--- config.mk ---
export PLATFORM = sky130hd
export DESIGN_NAME = flash_ctrl_top
export DESIGN_NICKNAME = d
export VERILOG_FILES = /design/src/common/flash_pkg.sv /design/src/hw/flash_cmd_decode.sv /design/src/spi_engine/spi_shift_engine.sv /design/src/hw/flash_result.sv /design/src/hw/flash_ctrl_top.sv
export SDC_FILE = /design/constraint.sdc
export NUM_CORES = 1
export LEC_CHECK = 0
export ABC_AREA = 1
export BUFFER_PORTS_ARGS = -buffer_cell sky130_fd_sc_hd__buf_2
export CAP_MARGIN = 15
export CORE_MARGIN = 4
export CORE_UTILIZATION = 45
export CTS_BUF_LIST = sky130_fd_sc_hd__clkbuf_2 sky130_fd_sc_hd__clkbuf_4 sky130_fd_sc_hd__clkbuf_8
export CTS_CLUSTER_DIAMETER = 100
export DETAILED_ROUTE_END_ITERATION = 8
export GPL_ROUTABILITY_DRIVEN = 1
export HOLD_SLACK_MARGIN = 0.02
export SETUP_SLACK_MARGIN = 0.1
export SYNTH_ARGS = -nofsm -noshare
export SYNTH_HDL_FRONTEND = slang
export SYNTH_HIERARCHICAL = 1
export SYNTH_SLANG_ARGS = --single-unit
--- constraint.sdc ---
create_clock -name sys_clk -period 2.6 [get_ports sys_clk]
set_input_delay 0.26 -clock sys_clk [delete_from_list [all_inputs] [get_ports sys_clk]]
set_output_delay 0.26 -clock sys_clk [all_outputs]
set_load 0.05 [all_outputs]
--- src/common/flash_pkg.sv ---
package flash_pkg;

    // Host side operations
    typedef enum logic [1:0] {
        OP_READ = 2'd0,
        OP_RDSR = 2'd1,
        OP_RDID = 2'd2
    } flash_op_e;

    // SPI NOR opcodes
    localparam logic [7:0] CMD_READ = 8'h03;   // Read data bytes
    localparam logic [7:0] CMD_RDSR = 8'h05;   // Read status register
    localparam logic [7:0] CMD_RDID = 8'h9F;   // Read JEDEC ID

    // One frame as seen by the shift engine
    typedef struct packed {
        flash_op_e   op;
        logic [7:0]  cmd;
        logic [23:0] addr;
        logic        has_addr;   // Address phase present
    } spi_xfer_t;

    // Finished frame back from the engine
    typedef struct packed {
        flash_op_e  op;
        logic [7:0] data;
    } spi_rx_t;

    // Engine phases, IDLE is shared with the decode stage
    typedef enum logic [2:0] {
        IDLE   = 3'd0,
        CMD    = 3'd1,
        ADDR   = 3'd2,
        DATA   = 3'd3,
        FINISH = 3'd4
    } engine_state_e;

endpackage

--- src/hw/flash_cmd_decode.sv ---
`timescale 1ns/100ps

module flash_cmd_decode (
    input  logic                 sys_clk,
    input  logic                 sys_rst_n,
    input  logic                 start,
    input  flash_pkg::flash_op_e op,
    input  logic [23:0]          addr,
    input  logic                 busy,
    output flash_pkg::spi_xfer_t xfer,
    output logic                 xfer_go
);

    flash_pkg::engine_state_e dec_state;
    logic                     op_ok;
    logic [7:0]               cmd_byte;
    logic                     accept;

    // Opcode lookup
    always_comb begin
        op_ok    = 1'b1;
        cmd_byte = 8'h00;
        case (op)
            flash_pkg::OP_READ: cmd_byte = flash_pkg::CMD_READ;
            flash_pkg::OP_RDSR: cmd_byte = flash_pkg::CMD_RDSR;
            flash_pkg::OP_RDID: cmd_byte = flash_pkg::CMD_RDID;
            default:            op_ok    = 1'b0;   // Unknown op, no frame
        endcase
    end

    // Engine raises busy one cycle after xfer_go, so the issue cycle
    // itself has to block a new start
    assign accept = start && !busy && op_ok && (dec_state == flash_pkg::IDLE);

    always_ff @(posedge sys_clk or negedge sys_rst_n) begin
        if (!sys_rst_n) begin
            dec_state <= flash_pkg::IDLE;
        end else if (accept) begin
            dec_state <= flash_pkg::CMD;
        end else begin
            dec_state <= flash_pkg::IDLE;
        end
    end

    always_ff @(posedge sys_clk) begin
        if (accept) begin
            xfer.op       <= op;
            xfer.cmd      <= cmd_byte;
            xfer.has_addr <= (op == flash_pkg::OP_READ);
            if (op == flash_pkg::OP_READ) begin
                xfer.addr <= addr;
            end else begin
                xfer.addr <= 24'h000000;
            end
        end
    end

    assign xfer_go = (dec_state == flash_pkg::CMD);   // One cycle after accept

endmodule

--- src/spi_engine/spi_shift_engine.sv ---
`timescale 1ns/100ps

module spi_shift_engine #(
    parameter int HALF_CYCLES = 5
) (
    input  logic                 sys_clk,
    input  logic                 sys_rst_n,
    input  flash_pkg::spi_xfer_t xfer,
    input  logic                 xfer_go,
    input  logic                 spi_miso,
    output logic                 spi_sck,
    output logic                 spi_cs_n,
    output logic                 spi_mosi,
    output logic                 busy,
    output flash_pkg::spi_rx_t   rx,
    output logic                 rx_valid
);

    localparam int CNT_W = (HALF_CYCLES > 1) ? $clog2(HALF_CYCLES) : 1;

    flash_pkg::engine_state_e state;
    flash_pkg::engine_state_e next_state;
    logic [CNT_W-1:0]         half_cnt;
    logic [4:0]               bit_cnt;
    logic                     bit_last;
    logic                     half_end;
    logic                     in_frame;
    logic                     sck_rise;
    logic                     sck_fall;
    logic [31:0]              tx_shift;
    logic [7:0]               rx_shift;
    flash_pkg::flash_op_e     cur_op;
    logic                     cur_has_addr;

    assign in_frame = (state == flash_pkg::CMD) || (state == flash_pkg::ADDR) ||
                      (state == flash_pkg::DATA);
    assign half_end = (half_cnt == CNT_W'(HALF_CYCLES - 1));
    assign sck_rise = in_frame && half_end && !spi_sck;
    assign sck_fall = in_frame && half_end && spi_sck;

    // Phase length and successor
    always_comb begin
        next_state = state;
        bit_last   = 1'b0;
        case (state)
            flash_pkg::CMD: begin
                bit_last   = (bit_cnt == 5'd7);
                next_state = cur_has_addr ? flash_pkg::ADDR : flash_pkg::DATA;
            end
            flash_pkg::ADDR: begin
                bit_last   = (bit_cnt == 5'd23);
                next_state = flash_pkg::DATA;
            end
            flash_pkg::DATA: begin
                bit_last   = (bit_cnt == 5'd7);
                next_state = flash_pkg::FINISH;
            end
            default: ;
        endcase
    end

    always_ff @(posedge sys_clk or negedge sys_rst_n) begin
        if (!sys_rst_n) begin
            state    <= flash_pkg::IDLE;
            half_cnt <= '0;
            bit_cnt  <= 5'd0;
            spi_sck  <= 1'b0;
            spi_cs_n <= 1'b1;
            spi_mosi <= 1'b0;
            busy     <= 1'b0;
            rx_valid <= 1'b0;
        end else begin
            rx_valid <= 1'b0;
            if (xfer_go) begin
                state    <= flash_pkg::CMD;
                half_cnt <= '0;
                bit_cnt  <= 5'd0;
                spi_sck  <= 1'b0;
                spi_cs_n <= 1'b0;
                spi_mosi <= xfer.cmd[7];   // Opcode MSB first
                busy     <= 1'b1;
            end else begin
                case (state)
                    flash_pkg::IDLE: ;
                    flash_pkg::CMD, flash_pkg::ADDR, flash_pkg::DATA: begin
                        if (half_end) begin
                            half_cnt <= '0;
                            spi_sck  <= ~spi_sck;
                            if (spi_sck) begin
                                // Falling edge ends the bit
                                spi_mosi <= tx_shift[30];
                                if (bit_last) begin
                                    bit_cnt <= 5'd0;
                                    state   <= next_state;
                                end else begin
                                    bit_cnt <= bit_cnt + 5'd1;
                                end
                            end
                        end else begin
                            half_cnt <= half_cnt + 1'b1;
                        end
                    end
                    flash_pkg::FINISH: begin
                        spi_cs_n <= 1'b1;
                        spi_mosi <= 1'b0;
                        busy     <= 1'b0;
                        rx_valid <= 1'b1;
                        state    <= flash_pkg::IDLE;
                    end
                    default: state <= flash_pkg::IDLE;
                endcase
            end
        end
    end

    // Zero fill keeps MOSI low after the last transmitted bit
    always_ff @(posedge sys_clk) begin
        if (xfer_go) begin
            cur_op       <= xfer.op;
            cur_has_addr <= xfer.has_addr;
            if (xfer.has_addr) begin
                tx_shift <= {xfer.cmd, xfer.addr};
            end else begin
                tx_shift <= {xfer.cmd, 24'h000000};
            end
        end else if (sck_fall) begin
            tx_shift <= {tx_shift[30:0], 1'b0};
        end
    end

    always_ff @(posedge sys_clk) begin
        if (sck_rise && (state == flash_pkg::DATA)) begin
            rx_shift <= {rx_shift[6:0], spi_miso};   // Sample as SCK goes high
        end
    end

    always_ff @(posedge sys_clk) begin
        if (state == flash_pkg::FINISH) begin
            rx.op   <= cur_op;
            rx.data <= rx_shift;
        end
    end

endmodule

--- src/hw/flash_result.sv ---
`timescale 1ns/100ps

module flash_result (
    input  logic               sys_clk,
    input  logic               sys_rst_n,
    input  flash_pkg::spi_rx_t rx,
    input  logic               rx_valid,
    output logic [7:0]         rd_data,
    output logic               done,
    output logic               wip_clear
);

    localparam int WIP_BIT = 0;   // Write in progress flag in the status byte

    logic status_idle;

    // Flash reports no write or erase in progress
    assign status_idle = (rx.op == flash_pkg::OP_RDSR) && !rx.data[WIP_BIT];

    always_ff @(posedge sys_clk or negedge sys_rst_n) begin
        if (!sys_rst_n) begin
            rd_data <= 8'h00;
        end else if (rx_valid) begin
            rd_data <= rx.data;   // Held until the next frame
        end
    end

    always_ff @(posedge sys_clk or negedge sys_rst_n) begin
        if (!sys_rst_n) begin
            done <= 1'b0;
        end else begin
            done <= rx_valid;
        end
    end

    always_ff @(posedge sys_clk or negedge sys_rst_n) begin
        if (!sys_rst_n) begin
            wip_clear <= 1'b0;
        end else begin
            wip_clear <= rx_valid && status_idle;   // Same cycle as done
        end
    end

endmodule

--- src/hw/flash_ctrl_top.sv ---
`timescale 1ns/100ps

module flash_ctrl_top #(
    parameter int HALF_CYCLES = 5   // SCK half period in sys_clk cycles
) (
    input  logic                 sys_clk,
    input  logic                 sys_rst_n,
    input  logic                 start,
    input  flash_pkg::flash_op_e op,
    input  logic [23:0]          addr,
    input  logic                 spi_miso,
    output logic                 spi_sck,
    output logic                 spi_cs_n,
    output logic                 spi_mosi,
    output logic                 busy,
    output logic                 done,
    output logic [7:0]           rd_data,
    output logic                 wip_clear
);

    flash_pkg::spi_xfer_t xfer;
    logic                 xfer_go;
    flash_pkg::spi_rx_t   rx;
    logic                 rx_valid;

    flash_cmd_decode u_decode (
        .sys_clk   (sys_clk),
        .sys_rst_n (sys_rst_n),
        .start     (start),
        .op        (op),
        .addr      (addr),
        .busy      (busy),
        .xfer      (xfer),
        .xfer_go   (xfer_go)
    );

    spi_shift_engine #(
        .HALF_CYCLES (HALF_CYCLES)
    ) u_engine (
        .sys_clk   (sys_clk),
        .sys_rst_n (sys_rst_n),
        .xfer      (xfer),
        .xfer_go   (xfer_go),
        .spi_miso  (spi_miso),
        .spi_sck   (spi_sck),
        .spi_cs_n  (spi_cs_n),
        .spi_mosi  (spi_mosi),
        .busy      (busy),
        .rx        (rx),
        .rx_valid  (rx_valid)
    );

    flash_result u_result (
        .sys_clk   (sys_clk),
        .sys_rst_n (sys_rst_n),
        .rx        (rx),
        .rx_valid  (rx_valid),
        .rd_data   (rd_data),
        .done      (done),
        .wip_clear (wip_clear)
    );

endmodule

==> results of run 1 <==
## cell families (layout without fill, tap and decap cells)
group / after synthesis / after routing / share of synthesized area
compound gates: 7 / 7 / 0.0125
buf+inv: 69 / 116 / 0.0664
xor+xnor: 1 / 1 / 0.00191
flops: 110 / 110 / 0.690
simple gates: 225 / 225 / 0.207
other cells: 1 / 2 / 0.000816
fa+ha+maj: 8 / 8 / 0.0218
## final cells by class
| class | count | area, sq um |
|---|---|---|
| Clock buffer | 9 | 124 |
| Clock inverter | 7 | 92.6 |
| Sequential cell | 110 | 3170 |
| Inverter | 51 | 191 |
| Timing Repair Buffer | 49 | 263 |
| Fill cell | 919 | 4730 |
| Multi-Input combinational cell | 243 | 1130 |
| Tap cell | 133 | 166 |
## registers in the layout, indices dropped and copies added, names as in the netlist
signal / flops
u_engine/spi_cs_n: 1
u_engine/state: 3
u_engine/half_cnt: 3
u_decode/dec_state: 1
u_engine/cur_has_addr: 1
u_engine/spi_sck: 1
u_engine/rx_valid: 1
u_engine/tx_shift: 31
u_result/wip_clear: 1
u_engine/bit_cnt: 5
u_result/rd_data: 8
u_decode/xfer: 31
u_engine/cur_op: 2
u_engine/spi_mosi: 1
u_engine/rx_shift: 8
u_engine/rx: 10
u_engine/busy: 1
u_result/done: 1
## timing repair
item,in CTS,in global routing
setup endpoints to repair,0,0
resized for setup,0,0
hold endpoints to repair,26,0
hold buffers,1,0
## worst max-delay path: stages (launching register included)
cell	delay, ns
sky130_fd_sc_hd__dfrtp_1	0.42
sky130_fd_sc_hd__inv_1	0.07
sky130_fd_sc_hd__ha_1	0.13
sky130_fd_sc_hd__nand2_1	0.07
sky130_fd_sc_hd__inv_1	0.10
sky130_fd_sc_hd__nand2_4	0.08
sky130_fd_sc_hd__o21ai_4	0.11
sky130_fd_sc_hd__buf_4	0.40
sky130_fd_sc_hd__inv_2	0.12
sky130_fd_sc_hd__nand2_1	0.08
sky130_fd_sc_hd__nand2_1	0.05
## per-layer routing
layer	global-route usage	up-vias
li1	-	1436
met1	0.181	1313
met2	0.236	50
met3	0.0320	7
met4	0.0487	0
met5	0	-
## per-stage QoR
step,util,std cells,hold WS (ns),instance area [sq um],worst slack [ns]
finish,0.520,602,0.0648,5130,0.853
global route,0.520,602,0.0332,5130,0.690
CTS,0.520,602,0.0436,5130,0.830
detailed placement,0.497,585,0.315,4910,0.849
global placement,0.497,585,0.303,4910,0.900
floorplan,-,422,-0.0356,4600,0.122
## cells in the mapped netlist (2+ instances only)
master,count,share of area
sky130_fd_sc_hd__nand2_1,155,0.13
sky130_fd_sc_hd__edfxtp_1,83,0.54
sky130_fd_sc_hd__inv_1,47,0.038
sky130_fd_sc_hd__nand3_1,34,0.037
sky130_fd_sc_hd__dfrtp_1,26,0.14
sky130_fd_sc_hd__nor2_1,20,0.016
sky130_fd_sc_hd__ha_1,8,0.022
sky130_fd_sc_hd__clkbuf_1,7,0.0057
sky130_fd_sc_hd__nand4_1,6,0.0082
sky130_fd_sc_hd__buf_4,4,0.0065
sky130_fd_sc_hd__buf_6,4,0.0098
sky130_fd_sc_hd__inv_2,4,0.0033
sky130_fd_sc_hd__a21oi_1,3,0.0033
sky130_fd_sc_hd__nand2_2,3,0.0041
sky130_fd_sc_hd__buf_1,2,0.0016
sky130_fd_sc_hd__o21ai_0,2,0.0022
sky130_fd_sc_hd__o21ai_4,2,0.0071
## worst max path at each step
stage / endpoint
floorplan: u_decode/xfer[0]
global placement: u_engine/tx_shift[16]
detailed placement: u_engine/bit_cnt[4]
CTS: u_engine/bit_cnt[3]
global route: u_engine/bit_cnt[2]
finish: u_engine/bit_cnt[0]
## power groups by stage
stage,Sequential (mW),Clock (mW),Combinational [mW]
after floorplan,2.39,0,0.520
after global placement,2.29,0,0.821
after detailed placement,2.30,0,0.842
after CTS,2.26,1.11,0.844
after global routing,2.28,1.19,0.942
final,2.26,1.07,0.829
==> run summary, run 1 <==
STA classifies the critical path startpoint as a flop. At the pin with the least slew margin, the transition time is 0.834 ns. For the normalized max-slew margin, the log shows 0.444. The highest metal layer with signal wires was met4. The ratio of cells with drive above 1 in the final layout is 0.168, and the data required time at the worst endpoint is 2.85 ns.

The reg-to-reg endpoint was u_engine/bit_cnt[0]. The worst hold path begins at spi_miso. Clock network fraction of design power: 0.257.

After layout, the design draws a total of 4.16 mW. The maximum operating frequency is 572 MHz. Largest fanout on the critical path: 34. Counting flops and latches in the post-synthesis netlist gives 110. Clock-pin slew was measured on the worst setup and hold paths at 0.10 ns. The net load switching power is 1.31 mW. In this run the static leakage power is 2.42 nW.

The number of failing hold endpoints at the final stage is 0, and the number of optimization iterations in the first detailed-route pass is 4. The run gives 11900 sq um as the floorplan die area. Max capacitance violation total: 0.

Worst-case hold path end point: u_engine/rx_shift[0]. The tools report the root buffer cell as sky130_fd_sc_hd__clkbuf_8. The switching share of power works out to 0.315. The worst setup path is of the flop to flop kind. For this run, the leading register cell type out of synthesis is sky130_fd_sc_hd__edfxtp_1. The number of cells on the worst reg-to-reg path is 10, and the via-per-instance ratio is 4.66.

The post-route antenna net violation count came out at 0. The worst setup path is captured at a flop. Summed over all layers, the routed wires come to 7520 microns. The minimum period implied by the final worst setup slack came out at 1.75 ns. In the final design database the tool counted 502 nets.

Across the VDD grid, the largest voltage drop is 0.368 mV. Port buffering added 43 buffers. The run gives 0.466 as the starting density of the core. The proportion of register bits with asynchronous set or reset after synthesis works out to 0.245. Cell internal power was estimated by the tool at 2.85 mW. Count of cells along the worst hold path: 1.

For this run, the number of Yosys warnings is 6. The tools report the portion of the post-synthesis area used by sequential elements as 0.690. The tools report the overall overflow remaining after global route as 0. The vertical die dimension is 109 microns, and the maximum number of pins on one net before global-route repair is 38. In this run the cell area of the synthesized design comes to 4590 sq um.

The first global-routing pass estimated 12900 microns of wire. The count of flip-flops with a built-in enable after synthesis was 83. The tools report the number of remaining DRC errors as 0. In this run the worst setup path begins at u_engine/half_cnt[0].

The setup check on the worst reg-to-reg path leaves a slack of 0.85 ns. For the final setup TNS, the log shows 0 ns. Detailed routing placed a total of 3680 microns of wire on met2. Type of the worst min-delay path: primary input to flop.

The number of clock buffers added by TritonCTS is 9. The final clock skew was 0.0169 ns. The clock net in this run drives a total of 110 sinks.

The detailed route wirelength on metal3 is 295 microns, and the count of pins over their slew limit is 0. The number of setup violations in the final report is 0, and the width of the die is 109 microns. The congestion estimate from routability-driven global placement came to 0.783. The floorplan has 36 rows. The I/O pin total was 44. The run gives 0 as the number of antenna violations at the first check in global routing. The sequential share of power is 0.543.

Leaving out fill and tap cells, the most frequent cell in the layout is sky130_fd_sc_hd__nand2_1. The share of the clock period used by the worst path is 0.672. Vias after detailed routing: 2806. The number of levels the H-tree was split into was 3.

The top cell types in the final layout, fill and taps aside, are sky130_fd_sc_hd__nand2_1 (155), sky130_fd_sc_hd__edfxtp_1 (83), sky130_fd_sc_hd__inv_1 (47). No sink is reached through more buffers than the 2 on the longest clock path. Relative to the synthesized area, the layout overhead comes to 11.7%.

TritonCTS built the clock tree. Clock latency on the worst-skew pair, taken at its later pin, is 0.37 ns. The overall global routing resource usage is 0.141, and the arrival time at the worst endpoint is 2.00 ns. The ratio of total power to cell area was 810 nW/um^2; the initial DRC count was 156. In this run the standard cell core region covers 9860 sq um. The flow ran to the end, and the final reports show no timing, DRC or antenna violations.

The startpoint of the lowest-slack register-to-register path is u_engine/half_cnt[0]. In the final routed layout, each cell accounts on average for 12.5 microns. The number of global-route vias before repair was 2774; the antenna diode count was 0. Setup repair after global routing left no endpoint under its margin. The combinational share of power was 0.200. Detailed placement ended at an HPWL of 4970 microns. Counting every instance in the synthesized netlist gives 421. Dividing the synthesized area by the synthesized cell count gives 10.9 sq um.

In this run the post-CTS setup repair buffer count came out at 0. The netlist uses 28 different library cells. For the routed length on met1, the log shows 3450 microns.
Power figures use the tool's default switching activity.
==> run 2, diff against run 1 <==
Clock period 2.6 ns to 1.7 ns, I/O delays scaled along.
==> run 2 against run 1 <==
  * Cell area grew 1.3%
  * Global-route usage shrank 0.70 points
  * Clock power grew 28%
  * Clock skew shrank 0.0075 ns
  * Utilization grew 0.67 points
  * Sequential power grew 53%
  * Critical path depth shrank 3
  * Via count shrank 0.86%
  * Count of clock-buffer cells in the layout grew 4
  * Register-to-register slack lost 0.68 ns
  * Die area is the same
==> run summary, run 2 (same netlist as run 1, synthesis figures left out) <==
The tools report the number of failing hold endpoints at the final stage as 0 (unchanged). The signal on the critical path passes through inv_1 > ha_1 > nand2_1 > inv_2 > nand2_4 > o21ai_4 > buf_12. The run gives 33 (-13%) as the maximum number of pins on one net before global-route repair. The clock-pin slew on the worst setup and hold paths came out at 0.09 ns (about the same). The total clock sinks is 110 (unchanged). The normalized max-slew margin came out at 0.426 (-0.0181).

The insertion delay to the later sink of the worst-skew pair was 0.35 ns (-0.02 ns). The number of levels the H-tree was split into is 3 (unchanged). The largest registers in the layout are u_decode/xfer x31, u_engine/tx_shift x31, u_engine/rx x10.

The clock tree buffer depth was 2 (unchanged); the total length of routed wires was 7320 microns (-2.7%). Final clock skew: 0.00934 ns (-0.00754 ns). The number of cells on the critical path is 7 (-3), and the total buffers and inverters traversed by the critical path is 3 (-1).

Share of the clock period used by the worst path: 0.898 (+0.226). The total leakage power was 2.45 nW (+1.3%). The post-route antenna net violation count is 0 (unchanged). The type of the worst min-delay path is primary input to flop. The I/O pin total was 44 (unchanged). STA classifies the critical path endpoint as a flop.

For the standard cell core area, the log shows 9860 sq um (unchanged). The register-to-register path setup slack is 0.17 ns (-0.68 ns), and the TritonCTS buffer count is 9 (unchanged). The critical path launch point is u_engine/half_cnt[0]. Filler cell count in the final layout: 863 (-6.1%). The slew of the pin with the lowest slew margin was 0.861 ns (+0.0272 ns); the number of global-route vias before repair was 2620 (-5.6%).

In the layout the commonest cells are sky130_fd_sc_hd__nand2_1 (155), sky130_fd_sc_hd__edfxtp_1 (83), sky130_fd_sc_hd__inv_1 (46). The logs give 0 (unchanged) for the count of pins over their slew limit and 4 (unchanged) for the number of optimization iterations in the first detailed-route pass. The most frequent standard cell in the layout excluding fill and tap cells was sky130_fd_sc_hd__nand2_1. The row count was 36 (unchanged). TritonCTS built the clock tree. The tools report the HPWL after detailed placement as 4870 microns (-2.1%). The final layout net count was 509 (+1.4%); the largest fanout on the critical path was 20 (-41%). The width of the die works out to 109 microns (unchanged). The average wire length per cell after detail routing works out to 12.0 microns (-3.8%).

The post-route standard cell area excluding fillers came out at 5200 sq um (+1.3%). The starting density of the core is 0.466 (unchanged). Post-CTS setup buffer count: 0 (unchanged). The minimum period implied by the final worst setup slack came out at 1.53 ns (-0.221 ns). Vertical die dimension: 109 microns (unchanged).

The run gives 1.59 ns (-0.41 ns) as the arrival time at the worst endpoint. The reg-to-reg endpoint was u_engine/tx_shift[16]. The final estimated routing congestion in global placement is 0.784 (+0.15%). The tools report the root buffer cell as sky130_fd_sc_hd__clkbuf_8.

Cell family contributing the most delay on the critical path: flip-flops. The run gives 115 (-26%) as the initial DRC count. The number of remaining DRC errors is 0 (unchanged). The startpoint of the lowest-slack register-to-register path is u_engine/half_cnt[0]. The overall overflow remaining after global route was 0 (unchanged). The run finished with clean final reports. The count of cells along the worst hold path came out at 3 (+2). The wire length of the first global-routing pass was 12300 microns (-5.0%).

The timing endpoint of the critical path is u_engine/tx_shift[16]. Ratio of total power to cell area: 1190 nW/um^2 (+47%). Compared with the post-synthesis result, the final layout area differs by 13.2%. The worst setup path category is flop to flop.

Via-per-instance ratio: 4.57 (-2.0%). Antenna diode count: 0 (unchanged). The max capacitance violation total was 0 (unchanged); the count of input and output buffers was 43 (unchanged).

The worst IR drop on VDD is 0.517 mV (+41%). The setup slack at placement was 0.147 ns (-0.702 ns). The number of setup violations in the final report came out at 0 (unchanged).

Number of non-filler instances in the completed layout: 609 (+1.2%). The number of cells on the worst reg-to-reg path came out at 7 (-3). The tools report the floorplan die area as 11900 sq um (unchanged). The ratio of cells with drive above 1 in the final layout was 0.179 (+0.0101). The tools report the startpoint type of the worst setup path as a flop.

The smallest setup slack after layout was 0.174 ns (-0.679 ns). Setup repair after global routing could not meet its margin everywhere. The vias after detailed routing came out at 2782 (-0.86%).

Final setup TNS: 0 ns (unchanged). The logs give 1.76 ns (-1.09 ns) for the data required time at the worst endpoint and 0.134 (-0.00704) for the overall global routing resource usage. For this design, the slowest cell found on the critical path is sky130_fd_sc_hd__dfrtp_1. The number of antenna violations at the first check in global routing is 0 (unchanged). The maximum operating frequency was 655 MHz (+14%); the biggest cell delay along the critical path was 0.42 ns (about the same). The instance area after placement was 4990 sq um (+1.8%); the placed cell count was 590 (+0.85%).
-- run 2: power breakdown --
| group | total [mW] | internal [mW] | switching [mW] |
|---|---|---|---|
| Clock | 1.37 | 0.587 | 0.780 |
| Sequential | 3.45 | 3.27 | 0.187 |
| Combinational | 1.35 | 0.429 | 0.924 |
| Total | 6.17 | 4.28 | 1.89 |
-- run 2: worst min-delay path by stage --
| stage | startpoint | endpoint | slack, ns |
|---|---|---|---|
| 6_report | addr[11] | u_decode/xfer[12] | 0.07 |
| 5_1_grt | addr[12] | u_decode/xfer[13] | 0.05 |
| 4_1_cts | addr[10] | u_decode/xfer[11] | 0.04 |
| 3_5_place_dp | sys_rst_n | u_result/rd_data[6] | 0.23 |
| 3_3_place_gp | sys_rst_n | u_result/rd_data[6] | 0.22 |
| 2_1_floorplan | sys_rst_n | u_decode/dec_state[0] | -0.13 |
-- run 2: final cells by class --
cell class	count	area, sq um	share of cell area
sequential	110	3170	0.610
timing repair buffer	56	358	0.0688
clock inverter	3	11.3	0.00217
clock buffer	13	154	0.0296
tap	133	166	0.0320
multi-input combinational	243	1150	0.220
inverter	51	191	0.0368
-- run 2: worst min-delay path, cell delays in order --
cell	delay [ns]
sky130_fd_sc_hd__buf_2	0.07
sky130_fd_sc_hd__nand2_1	0.04
sky130_fd_sc_hd__inv_1	0.04
-- run 2: per-layer routing --
layer,GRT usage,vias up,wire (microns)
li1,-,1445,-
met1,0.186,1296,3580
met2,0.203,36,3400
met3,0.0314,5,247
met4,0.0541,0,96
met5,0,-,0
-- run 2: metrics by stage --
step	hold slack, ns	total power [mW]	utilization
2_1_floorplan	-0.126	4.47	-
3_3_place_gp	0.216	4.83	0.506
3_5_place_dp	0.230	4.86	0.506
4_1_cts	0.0440	6.24	0.526
5_1_grt	0.0465	6.54	0.527
6_report	0.0670	6.17	0.527
-- run 2: what timing repair did --
action | in CTS | in global routing
endpoints found under the hold margin | 28 | 0
hold buffers | 3 | 0
endpoints found under the setup margin | 0 | 30
gates resized for setup | 0 | 1
